## src/hdl/bus_pkg.sv

```systemverilog
package bus_pkg;

  ////////////////////////////////////////
  // Widths
  ////////////////////////////////////////

  // Address and data of the shared word store
  localparam int ADDR_W = 8;
  localparam int DATA_W = 8;

  ////////////////////////////////////////
  // Command port
  ////////////////////////////////////////

  // Operation requested on a master command port
  typedef enum logic [1:0] {
    OP_READ  = 2'd0,
    OP_WRITE = 2'd1,
    OP_BUMP  = 2'd2
  } op_t;

  // Command into a master; for a bump, wdata is the amount added
  typedef struct packed {
    op_t               op;
    logic [ADDR_W-1:0] addr;
    logic [DATA_W-1:0] wdata;
  } master_cmd_t;

  ////////////////////////////////////////
  // Memory bus
  ////////////////////////////////////////

  // Request from a master, passed on by the arbiter to the store
  typedef struct packed {
    logic              write;
    logic [ADDR_W-1:0] addr;
    logic [DATA_W-1:0] wdata;
    logic              lock;
  } bus_req_t;

  // Record of the last completed memory access, for the display
  typedef struct packed {
    logic [ADDR_W-1:0] addr;
    logic [DATA_W-1:0] data;
  } bus_trace_t;

endpackage

```

## src/hdl/bus_master.sv

```systemverilog
`timescale 1ns/1ps

module bus_master (
  input  logic                       clk,
  input  logic                       reset,
  input  bus_pkg::master_cmd_t       cmd,
  input  logic                       cmd_req,
  input  logic                       bus_ack,
  input  logic [bus_pkg::DATA_W-1:0] bus_rdata,
  output logic                       cmd_ack,
  output logic [bus_pkg::DATA_W-1:0] rsp,
  output logic                       bus_req,
  output bus_pkg::bus_req_t          bus
);
  import bus_pkg::*;

  typedef enum logic [2:0] {
    M_IDLE,
    M_FIRST,
    M_SECOND,
    M_DONE,
    M_RELEASE
  } mst_state_t;

  mst_state_t        state;
  logic [DATA_W-1:0] sum;
  logic              bus_done;

  // Write-back value of a bump, old word plus amount
  assign sum = rsp + cmd.wdata;

  // Both halves of the bus handshake are back low
  assign bus_done = !bus_req && !bus_ack;

  ////////////////////////////////////////
  // Control
  ////////////////////////////////////////

  always_ff @(posedge clk) begin
    if (reset) begin
      state   <= M_IDLE;
      bus_req <= 1'b0;
      cmd_ack <= 1'b0;
    end else begin
      case (state)
        M_IDLE: begin
          if (cmd_req) begin
            bus_req <= 1'b1;
            state   <= M_FIRST;
          end
        end
        M_FIRST: begin
          if (bus_req && bus_ack) begin
            bus_req <= 1'b0;
          end else if (bus_done) begin
            // Bump goes on to its unlocked write-back
            if (cmd.op == OP_BUMP) begin
              bus_req <= 1'b1;
              state   <= M_SECOND;
            end else begin
              state <= M_DONE;
            end
          end
        end
        M_SECOND: begin
          if (bus_req && bus_ack) begin
            bus_req <= 1'b0;
          end else if (bus_done) begin
            state <= M_DONE;
          end
        end
        M_DONE: begin
          cmd_ack <= 1'b1;
          state   <= M_RELEASE;
        end
        M_RELEASE: begin
          if (!cmd_req) begin
            cmd_ack <= 1'b0;
            state   <= M_IDLE;
          end
        end
        default: state <= M_IDLE;
      endcase
    end
  end

  ////////////////////////////////////////
  // Bus payload and response
  ////////////////////////////////////////

  always_ff @(posedge clk) begin
    if (state == M_IDLE && cmd_req) begin
      bus.write <= (cmd.op == OP_WRITE);
      bus.addr  <= cmd.addr;
      bus.wdata <= cmd.wdata;
      // read half of a bump holds the store until the write-back
      bus.lock  <= (cmd.op == OP_BUMP);
    end
    if (state == M_FIRST && bus_req && bus_ack) begin
      rsp <= (cmd.op == OP_WRITE) ? cmd.wdata : bus_rdata;
    end
    if (state == M_FIRST && bus_done && cmd.op == OP_BUMP) begin
      bus.write <= 1'b1;
      bus.wdata <= sum;
      bus.lock  <= 1'b0;
    end
  end

endmodule

```

## src/hdl/bus_arbiter.sv

```systemverilog
`timescale 1ns/1ps

module bus_arbiter (
  input  logic                       clk,
  input  logic                       reset,
  input  logic                       req_a,
  input  logic                       req_b,
  input  bus_pkg::bus_req_t          bus_a,
  input  bus_pkg::bus_req_t          bus_b,
  input  logic                       mem_ack,
  input  logic [bus_pkg::DATA_W-1:0] mem_rdata,
  output logic                       ack_a,
  output logic                       ack_b,
  output logic [bus_pkg::DATA_W-1:0] rdata_a,
  output logic [bus_pkg::DATA_W-1:0] rdata_b,
  output logic                       mem_req,
  output bus_pkg::bus_req_t          mem_bus,
  output bus_pkg::bus_trace_t        trace
);
  import bus_pkg::*;

  typedef enum logic [1:0] {
    ARB_IDLE,
    ARB_WAIT_ACK,
    ARB_WAIT_REQ_LOW,
    ARB_WAIT_ACK_LOW
  } arb_state_t;

  arb_state_t        state;
  logic              owner;      // 0 for master A, 1 for master B
  logic              ptr;        // master with priority on a tie
  logic              locked;
  logic              grant_any;
  logic              grant_sel;
  logic              req_owner;
  logic [DATA_W-1:0] rdata_owner;

  assign req_owner   = owner ? req_b : req_a;
  assign rdata_owner = owner ? rdata_b : rdata_a;

  // Pick the next master; a held lock admits only its owner
  always_comb begin
    grant_any = 1'b0;
    grant_sel = 1'b0;
    if (locked) begin
      grant_any = req_owner;
      grant_sel = owner;
    end else if (req_a && req_b) begin
      grant_any = 1'b1;
      grant_sel = ptr;
    end else if (req_a || req_b) begin
      grant_any = 1'b1;
      grant_sel = req_b;
    end
  end

  ////////////////////////////////////////
  // Handshake relay
  ////////////////////////////////////////

  always_ff @(posedge clk) begin
    if (reset) begin
      state   <= ARB_IDLE;
      owner   <= 1'b0;
      ptr     <= 1'b0;
      locked  <= 1'b0;
      mem_req <= 1'b0;
      ack_a   <= 1'b0;
      ack_b   <= 1'b0;
      trace   <= '0;
    end else begin
      case (state)
        // Memory side is idle here, req and ack both low
        ARB_IDLE: begin
          if (grant_any) begin
            owner   <= grant_sel;
            ptr     <= ~grant_sel;
            mem_req <= 1'b1;
            state   <= ARB_WAIT_ACK;
          end
        end
        ARB_WAIT_ACK: begin
          if (mem_ack) begin
            ack_a <= ~owner;
            ack_b <= owner;
            state <= ARB_WAIT_REQ_LOW;
          end
        end
        ARB_WAIT_REQ_LOW: begin
          if (!req_owner) begin
            mem_req <= 1'b0;
            state   <= ARB_WAIT_ACK_LOW;
          end
        end
        ARB_WAIT_ACK_LOW: begin
          if (!mem_ack) begin
            ack_a       <= 1'b0;
            ack_b       <= 1'b0;
            locked      <= mem_bus.lock;
            trace.addr  <= mem_bus.addr;
            trace.data  <= mem_bus.write ? mem_bus.wdata : rdata_owner;
            state       <= ARB_IDLE;
          end
        end
        default: state <= ARB_IDLE;
      endcase
    end
  end

  // Request payload and read data toward the masters
  always_ff @(posedge clk) begin
    if (state == ARB_IDLE && grant_any) begin
      mem_bus <= grant_sel ? bus_b : bus_a;
    end
    if (state == ARB_WAIT_ACK && mem_ack) begin
      if (owner) begin
        rdata_b <= mem_rdata;
      end else begin
        rdata_a <= mem_rdata;
      end
    end
  end

endmodule

```

## src/hdl/word_store.sv

```systemverilog
`timescale 1ns/1ps

module word_store #(
  parameter int DEPTH = 256
) (
  input  logic                       clk,
  input  logic                       reset,
  input  logic                       req,
  input  bus_pkg::bus_req_t          bus,
  output logic                       ack,
  output logic [bus_pkg::DATA_W-1:0] rdata
);
  import bus_pkg::*;

  localparam int IDX_W = (DEPTH > 1) ? $clog2(DEPTH) : 1;

  logic [DATA_W-1:0] mem [DEPTH];
  logic [IDX_W-1:0]  idx;
  logic              start;

  // Addresses past the end wrap around
  assign idx = IDX_W'(bus.addr % DEPTH);

  // New request seen, ack about to rise
  assign start = req && !ack;

  ////////////////////////////////////////
  // Four-phase acknowledge
  ////////////////////////////////////////

  always_ff @(posedge clk) begin
    if (reset) begin
      ack <= 1'b0;
    end else if (start) begin
      ack <= 1'b1;
    end else if (!req && ack) begin
      ack <= 1'b0;
    end
  end

  ////////////////////////////////////////
  // Memory array
  ////////////////////////////////////////

  // Access happens on the edge that raises ack
  always_ff @(posedge clk) begin
    if (start) begin
      if (bus.write) begin
        mem[idx] <= bus.wdata;
      end else begin
        rdata <= mem[idx];
      end
    end
  end

endmodule

```

## src/hdl/seg_scan.sv

```systemverilog
`timescale 1ns/1ps

module seg_scan #(
  parameter int SCAN_DIV = 500
) (
  input  logic                clk,
  input  logic                reset,
  input  bus_pkg::bus_trace_t trace,
  output logic [6:0]          cathode,
  output logic [3:0]          anode
);

  localparam int CNT_W = (SCAN_DIV > 1) ? $clog2(SCAN_DIV) : 1;

  logic [CNT_W-1:0] cnt;
  logic             tick;
  logic [1:0]       digit;
  logic [3:0]       nibble;

  // Hex digit to segments a..g, active low
  function automatic logic [6:0] hex_to_seg(input logic [3:0] value);
    case (value)
      4'h0:    hex_to_seg = 7'b0000001;
      4'h1:    hex_to_seg = 7'b1001111;
      4'h2:    hex_to_seg = 7'b0010010;
      4'h3:    hex_to_seg = 7'b0000110;
      4'h4:    hex_to_seg = 7'b1001100;
      4'h5:    hex_to_seg = 7'b0100100;
      4'h6:    hex_to_seg = 7'b0100000;
      4'h7:    hex_to_seg = 7'b0001111;
      4'h8:    hex_to_seg = 7'b0000000;
      4'h9:    hex_to_seg = 7'b0000100;
      4'ha:    hex_to_seg = 7'b0001000;
      4'hb:    hex_to_seg = 7'b1100000;
      4'hc:    hex_to_seg = 7'b0110001;
      4'hd:    hex_to_seg = 7'b1000010;
      4'he:    hex_to_seg = 7'b0110000;
      default: hex_to_seg = 7'b0111000;
    endcase
  endfunction

  ////////////////////////////////////////
  // Scan tick and digit index
  ////////////////////////////////////////

  assign tick = (cnt == CNT_W'(SCAN_DIV - 1));

  always_ff @(posedge clk) begin
    if (reset) begin
      cnt   <= '0;
      digit <= 2'd0;
    end else if (tick) begin
      cnt   <= '0;
      digit <= digit + 2'd1;
    end else begin
      cnt <= cnt + 1'b1;
    end
  end

  // Digits 3..0 are addr high, addr low, data high, data low
  always_comb begin
    case (digit)
      2'd0:    nibble = trace.data[3:0];
      2'd1:    nibble = trace.data[7:4];
      2'd2:    nibble = trace.addr[3:0];
      default: nibble = trace.addr[7:4];
    endcase
  end

  // Registered together so anode and cathode switch on the same edge
  always_ff @(posedge clk) begin
    if (reset) begin
      anode   <= 4'b1111;
      cathode <= 7'b1111111;
    end else begin
      anode   <= ~(4'b0001 << digit);
      cathode <= hex_to_seg(nibble);
    end
  end

endmodule

```

## src/hdl/shared_mem_top.sv

```systemverilog
`timescale 1ns/1ps

module shared_mem_top #(
  parameter int DEPTH    = 256,
  parameter int SCAN_DIV = 500
) (
  input  logic                       clk,
  input  logic                       reset,
  input  bus_pkg::master_cmd_t       cmd_a,
  input  logic                       cmd_req_a,
  input  bus_pkg::master_cmd_t       cmd_b,
  input  logic                       cmd_req_b,
  output logic                       cmd_ack_a,
  output logic [bus_pkg::DATA_W-1:0] rsp_a,
  output logic                       cmd_ack_b,
  output logic [bus_pkg::DATA_W-1:0] rsp_b,
  output logic [6:0]                 cathode,
  output logic [3:0]                 anode
);
  import bus_pkg::*;

  // Master to arbiter
  logic              req_a;
  logic              req_b;
  logic              ack_a;
  logic              ack_b;
  bus_req_t          bus_a;
  bus_req_t          bus_b;
  logic [DATA_W-1:0] rdata_a;
  logic [DATA_W-1:0] rdata_b;

  // Arbiter to store and display
  logic              mem_req;
  logic              mem_ack;
  bus_req_t          mem_bus;
  logic [DATA_W-1:0] mem_rdata;
  bus_trace_t        trace;

  bus_master master_a (
    .clk, .reset,
    .cmd       (cmd_a),
    .cmd_req   (cmd_req_a),
    .bus_ack   (ack_a),
    .bus_rdata (rdata_a),
    .cmd_ack   (cmd_ack_a),
    .rsp       (rsp_a),
    .bus_req   (req_a),
    .bus       (bus_a)
  );

  bus_master master_b (
    .clk, .reset,
    .cmd       (cmd_b),
    .cmd_req   (cmd_req_b),
    .bus_ack   (ack_b),
    .bus_rdata (rdata_b),
    .cmd_ack   (cmd_ack_b),
    .rsp       (rsp_b),
    .bus_req   (req_b),
    .bus       (bus_b)
  );

  bus_arbiter arbiter (
    .clk, .reset,
    .req_a, .req_b, .bus_a, .bus_b,
    .mem_ack, .mem_rdata,
    .ack_a, .ack_b, .rdata_a, .rdata_b,
    .mem_req, .mem_bus, .trace
  );

  word_store #(.DEPTH(DEPTH)) store (
    .clk, .reset,
    .req   (mem_req),
    .bus   (mem_bus),
    .ack   (mem_ack),
    .rdata (mem_rdata)
  );

  seg_scan #(.SCAN_DIV(SCAN_DIV)) scanner (
    .clk, .reset, .trace, .cathode, .anode
  );

endmodule

```

## config.mk

```make
export PLATFORM = sky130hd
export DESIGN_NAME = shared_mem_top
export DESIGN_NICKNAME = d
export VERILOG_FILES = /design/src/hdl/bus_pkg.sv /design/src/hdl/bus_master.sv /design/src/hdl/bus_arbiter.sv /design/src/hdl/word_store.sv /design/src/hdl/seg_scan.sv /design/src/hdl/shared_mem_top.sv
export SDC_FILE = /design/constraint.sdc
export NUM_CORES = 2
export LEC_CHECK = 0
export BUFFER_PORTS_ARGS = -buffer_cell sky130_fd_sc_hd__buf_2
export CAP_MARGIN = 20
export CORE_ASPECT_RATIO = 0.5
export CORE_UTILIZATION = 55
export CTS_BUF_LIST = sky130_fd_sc_hd__clkbuf_4
export DETAILED_ROUTE_END_ITERATION = 16
export GPL_TIMING_DRIVEN = 0
export PLACE_DENSITY = 0.68
export SLEW_MARGIN = 10
export SYNTH_ARGS = -nofsm -noshare
export SYNTH_HDL_FRONTEND = slang
export SYNTH_SLANG_ARGS = --single-unit
```

## constraint.sdc

```tcl
create_clock -name clk -period 4.6 [get_ports clk]
set_input_delay 0.46 -clock clk [delete_from_list [all_inputs] [get_ports clk]]
set_output_delay 0.46 -clock clk [all_outputs]
set_load 0.02 [all_outputs]
```

======== Yosys cells after proc, flatten, opt, wreduce, memory -nomap -nowiden ========
Memory sizes are Yosys's and may differ from the RTL's. A register that Yosys moved wholly into a read port is not among the register bits.
Index checks and enable logic that the tools add are counted.
operators by class
  $add $sub $neg .......................... 4
  reductions and logical operators ........ 54
  shift operators ......................... 1
  mux-type cells .......................... 67
  bitwise logic cells ..................... 5
  eq/ne operators ......................... 40
operator list
  operator               count
  $mux W3                12
  $mux W9                4
  $mux W8                4
  $mux W1                31
  $pmux W3 S5            2
  $ne A2 B2 Y1 const B   10
  $logic_and A1 B1 Y1    19
  $mux W18               1
  $add A8 B8 Y8          2
  $ne A2 B1 Y1 const B   8
  $reduce_and A2 Y1      7
  $reduce_bool A2 Y1     7
  $eq A3 B2 Y1 const B   4
  $ne A3 B1 Y1 const B   4
  $pmux W4 S3            1
  $reduce_and A6 Y1      2
  $eq A2 B2 Y1 const B   5
  $pmux W1 S2            5
  $reduce_and A5 Y1      2
  $add A9 B1 Y9 const B  1
  $eq A9 B9 Y1 const B   1
  $eq A2 B1 Y1 const B   4
  $mux W2                4
  $pmux W2 S4            1
  15 further kinds       30
word-level totals
  RAM bits ................................ 2048
  memories kept ........................... 2
  word-level logic and storage cells ...... 208
  register bits ........................... 136
  output and inout port bits .............. 29
  ROM bits ................................ 112
  input port bits ......................... 40
memory list
  memory            words  width  rd ports  clocked after Yosys merged registers in  wr ports  line              source
  store.mem         256    8      1         1                                        1         word_store.sv:17  logic [DATA_W-1:0] mem [DEPTH];
  (name not given)  16     7      1         1                                        0         seg_scan.sv:22    case (value)

======== Longest topological paths before layout ========
  depth after elaboration ................. 6
  depth in mapped cells ................... 11
  mapped depth without buffers ............ 11

======== Hierarchy ========
A second synthesis with hierarchy kept.
unflattened totals
  cells, all modules ...................... 4157
  area, all modules ....................... 85354.4 sq um
by module, submodules not included
  module       instances  sequential area each (sq um)  cells each  area an instance (sq um)
  word_store   1          61759.2                       3531        78426.5
  bus_master   2          860.8                         144         1602.8
  bus_arbiter  1          1501.4                        218         2544.9
  seg_scan     1          440.4                         120         1177.4

======== Least setup slack after synthesis ========
No wires, ideal clock.
  kind .................................... reg-to-reg
  from .................................... register arbiter.mem_bus[1] (netlist name)
  to ...................................... memory store.mem[0][0] (data pin)
  arrival time ............................ 3.243 ns
  data required time ...................... 3.779 ns
  path slack .............................. 0.536 ns
  stages on the path, launching flop included .. 1
  clock period less this slack ............ 4.064 ns
  library setup time ...................... 0.821 ns
  path buffers ............................ 0
  cells stage by stage .................... edfxtp_1
RTL lines
  item              line
  end: declaration  word_store.sv:17
Straight into the memory's write port.

==> flow_summary_export.csv <==
group,metric,value,unit
layout,layout-drive-gt1-share,34.12,%
power,p_per_area,526.2,mW/mm^2
global_routing,overflow,0,
setup_path,ff2ff_setup_slack,-0.11,ns
floorplan,fp.dieH,280.2,um
logic_synthesis,async_reset_ff_share,0,%
global_routing,top_usage_layer,"met2",
routing,wl_per_cell,32.48,um
status,violations,"negative setup slack",
sta,rsz0062_at_grt,"false",
worst_hold_path,whs_path_depth,4,
logic_synthesis,yosysWarnings,0,
clocking,cts_max_level,5,
clocking,clkSinkCount,2199,
setup_path,required,5.53,ns
sta,tightestPinTransition,1.208,ns
global_routing,grt_pass1_vias,46538,
global_routing,use_met2,43.25,%
layout,final_cells,7254,
logic_synthesis,ys_ff_latch,2199,
sta,setup_viol,30,
clocking,clock_latency,1.42,ns
layout,final_nets,4922,
placement,place_inst,6330,
placement,port_buffers,67,
routing,ant_nets,0,
floorplan,core,0.1527,sq mm
floorplan,design.die.area,0.1564,sq mm
floorplan,rows,101,
routing,first_iter_violations,7278,
global_routing,grtUsageMet1,43.06,%
setup_path,worstReg2RegStart,"arbiter.mem_bus[10]",
job,maxCapViolCount,0,
worst_hold_path,worstHoldStart,"reset",
global_routing,grt_usage,30.37,%
layout,area_delta_synth_final,14.49,%
sta,fmax,212.1,MHz
sta,min_period_over_period,102.5,%
logic_synthesis,synth_edf_count,2138,
sta,finalHoldViolCount,0,
logic_synthesis,postSynthAreaPerCell,20.71,sq um
logic_synthesis,yosysSeqAreaShare,76.86,%
global_routing,grt_max_degree,33,
floorplan,io_pins,69,
global_routing,grtUsageMet3,11.74,%
setup_path,rr_worst_depth,10,
sta,finClkSkew,0.1496,ns
routing,via_count,47024,
clocking,clk_pin_slew,0.07,ns
layout,utilization,63.84,%
sta,drv_slew,0,
floorplan,dieWidth,558.4,um
power,ir_drop,0.2628,mV
setup_path,crit_chain,"buf_12 -> clkbuf_2 -> clkdlybuf4s15_1 -> mux4_2 -> a22oi_1 -> a21oi_1 -> nor2_2 -> o221ai_1 -> a22oi_1 -> o221ai_1",
clocking,cts_tree,"built",
sta,relSlewSlack,19.49,%
setup_path,start_kind,"flop",
worst_hold_path,hp-class,"primary input to flop",
layout,n_fill_cell,10424,
logic_synthesis,synth_cell_type_count,51,
logic_synthesis,synth_area,0.08512,sq mm
clocking,cts_root_buf,"clkbuf_4",
setup_path,slowest_delay,0.77,ns
setup_path,arrival,5.64,ns
logic_synthesis,synthesis.nets,4184,
clocking,ctsLongestPathBuffers,4,
clocking,cts_buffers,484,
power,leakagePower,30.90,nW
routing,drt-pass1-iter-count,6,
status,status,"finished, violations left",
logic_synthesis,synth_cells,4111,
global_routing,grt_pass1_wl,329600,um
routing,vias_per_cell,6.482,
placement,gp_congestion,0.9149,
worst_hold_path,holdPathEnd,"master_a.state[0]",
setup_path,critPathKind,"flop to flop",
setup_path,end_kind,"flop",
floorplan,start_util,55.76,%
logic_synthesis,synth_flop_cell,"edfxtp_1",
setup_path,r2r_end,"store.rdata[2]",
setup_path,path_max_fanout,10,
global_routing,antenna_found_initial,12,
placement,dp_hpwl,159700,um
sta,min_period,4.714,ns
setup_path,cp_slowest_cell,"clkdlybuf4s15_1",
sta,fin_ws,-0.1138,ns
routing,drc,0,
routing,drt_wl_total,235600,um
[synthesized netlist by cell type, drive strengths merged (5+ instances only)]
library cell | count | area [sq um]
edfxtp | 2138 | 64200
mux4 | 512 | 11530
nor2 | 320 | 1201
clkbuf | 160 | 600.6
a22oi | 138 | 1036
nand2 | 123 | 461.7
a21oi | 106 | 530.5
buf | 90 | 606.8
a22o | 66 | 578.1
a221oi | 65 | 613.1
dfxtp | 61 | 1221
mux2 | 38 | 427.9
nor3 | 36 | 180.2
o21ai | 34 | 170.2
ha | 31 | 387.9
inv | 26 | 97.59
o221ai | 24 | 210.2
mux2i | 19 | 190.2
o22ai | 17 | 106.4
nand3 | 16 | 80.08
nor2b | 15 | 93.84
xnor2 | 10 | 87.58
nand2b | 9 | 56.30
xor2 | 9 | 78.83
and3 | 5 | 31.28
[layout make-up]
cell class / count / area [sq um] / area share [%]
Multi-Input combinational cell: 1635 / 18960 / 19.46
Inverter: 27 / 101.3 / 0.1040
Buffer: 250 / 1346 / 1.381
Clock inverter: 92 / 465.4 / 0.4776
Timing Repair Buffer: 252 / 3123 / 3.205
Antenna cell: 18 / 45.04 / 0.04622
Clock buffer: 721 / 5413 / 5.554
Tap cell: 2060 / 2577 / 2.645
Sequential cell: 2199 / 65420 / 67.13
[layout by cell type (no fill, tap or decap), types with 17 or more instances in the layout]
| master | instances |
|---|---|
| edfxtp_1 | 2138 |
| clkbuf_4 | 736 |
| mux4_2 | 512 |
| nor2_2 | 157 |
| nor2_1 | 152 |
| a22oi_1 | 138 |
| clkbuf_1 | 129 |
| buf_2 | 109 |
| nand2_1 | 107 |
| a21oi_1 | 106 |
| dlygate4sd3_1 | 87 |
| clkinv_1 | 77 |
| a22o_1 | 66 |
| dfxtp_1 | 61 |
| buf_8 | 54 |
| a221oi_1 | 51 |
| mux2_2 | 38 |
| buf_16 | 37 |
| nor3_1 | 35 |
| o21ai_0 | 33 |
| ha_1 | 31 |
| buf_6 | 27 |
| inv_1 | 25 |
| o221ai_1 | 24 |
| mux2i_1 | 19 |
| diode_2 | 18 |
| o22ai_1 | 17 |
[worst max-delay path: cells and delay by family (launching register included)]
kind / cells / cell delay, ns
AO/OA/AOI/OAI: 5 / 1.52
buffers and inverters: 3 / 1.37
flip-flops: 1 / 0.39
multiplexers: 1 / 0.42
AND/OR/NAND/NOR: 1 / 0.56
[worst max-delay path by stage]
stage	start	end	slack, ns
detailed placement	arbiter.mem_bus[12]	store.mem[112][5]	-1.12
finish	arbiter.mem_bus[10]	store.rdata[2]	-0.11
CTS	arbiter.mem_bus[12]	store.mem[180][5]	0.008
global route	arbiter.mem_bus[12]	store.mem[111][0]	0.001
floorplan	arbiter.mem_bus[1]	store.mem[0][0]	0.54
global placement	arbiter.mem_bus[4]	store.mem[96][3]	-3.39
[routing by layer]
| metal | part of all wire, % | routed length, um |
|---|---|---|
| met1 | 39 | 91800 |
| met5 | 0.081 | 191 |
| met4 | 2.7 | 6446 |
| met3 | 14 | 33860 |
| met2 | 44 | 103300 |
[what timing repair did]
item | CTS | global route
buffers inserted | 6 | 0
setup endpoints to repair | 1917 | 315
hold buffers | 87 | 0
endpoints found under the hold margin | 122 | 0
resized for setup | 238 | 16
[kinds of logic after synthesis]
group,Yosys count,synth area share (%)
DFF,2199,76.86
muxes,569,14.27
and+or+nand+nor,543,2.619
AOI/OAI and AO/OA,471,4.016
buffers and inverters,277,1.537
adders and majority gates,33,0.5027
xor gates and xnor gates,19,0.1955
[flip-flops by register name (all words and copies together) (netlist names), 2 cells and up]
register / cells
scanner.cnt: 9
store.mem: 2048
master_b.rsp: 8
master_a.rsp: 8
arbiter.mem_bus: 18
arbiter.trace: 16
scanner.digit: 2
master_a.bus: 18
store.rdata: 8
master_b.bus: 18
arbiter.rdata_b: 8
scanner.cathode: 7
scanner.anode: 4
arbiter.rdata_a: 8
arbiter.state: 2
master_b.state: 3
master_a.state: 3
[through the flow]
step | hold slack, ns | cell area (sq um) | setup TNS [ns] | power, mW | setup slack (ns)
floorplan | 0.4132 | 85120 | 0 | 31.03 | 0.5365
global placement | 0.4248 | 88040 | -8092.94 | 35.98 | -3.388
detailed placement | 0.4306 | 89900 | -1026.95 | 36.40 | -1.118
CTS | 0.006063 | 97370 | 0 | 50.98 | 0.007779
global route | 0.09601 | 97430 | 0 | 52.65 | 0.001428
finish | 0.1060 | 97460 | -0.7946 | 51.28 | -0.1138
[where the power goes]
group | switching [mW] | total, mW | internal [mW]
clock network | 7.44 | 14.7 | 7.26
logic | 8.15 | 12.6 | 4.44
registers | 0.243 | 24.0 | 23.7
total | 15.8 | 51.3 | 35.4
No activity file was read; power rests on OpenSTA's default activity.
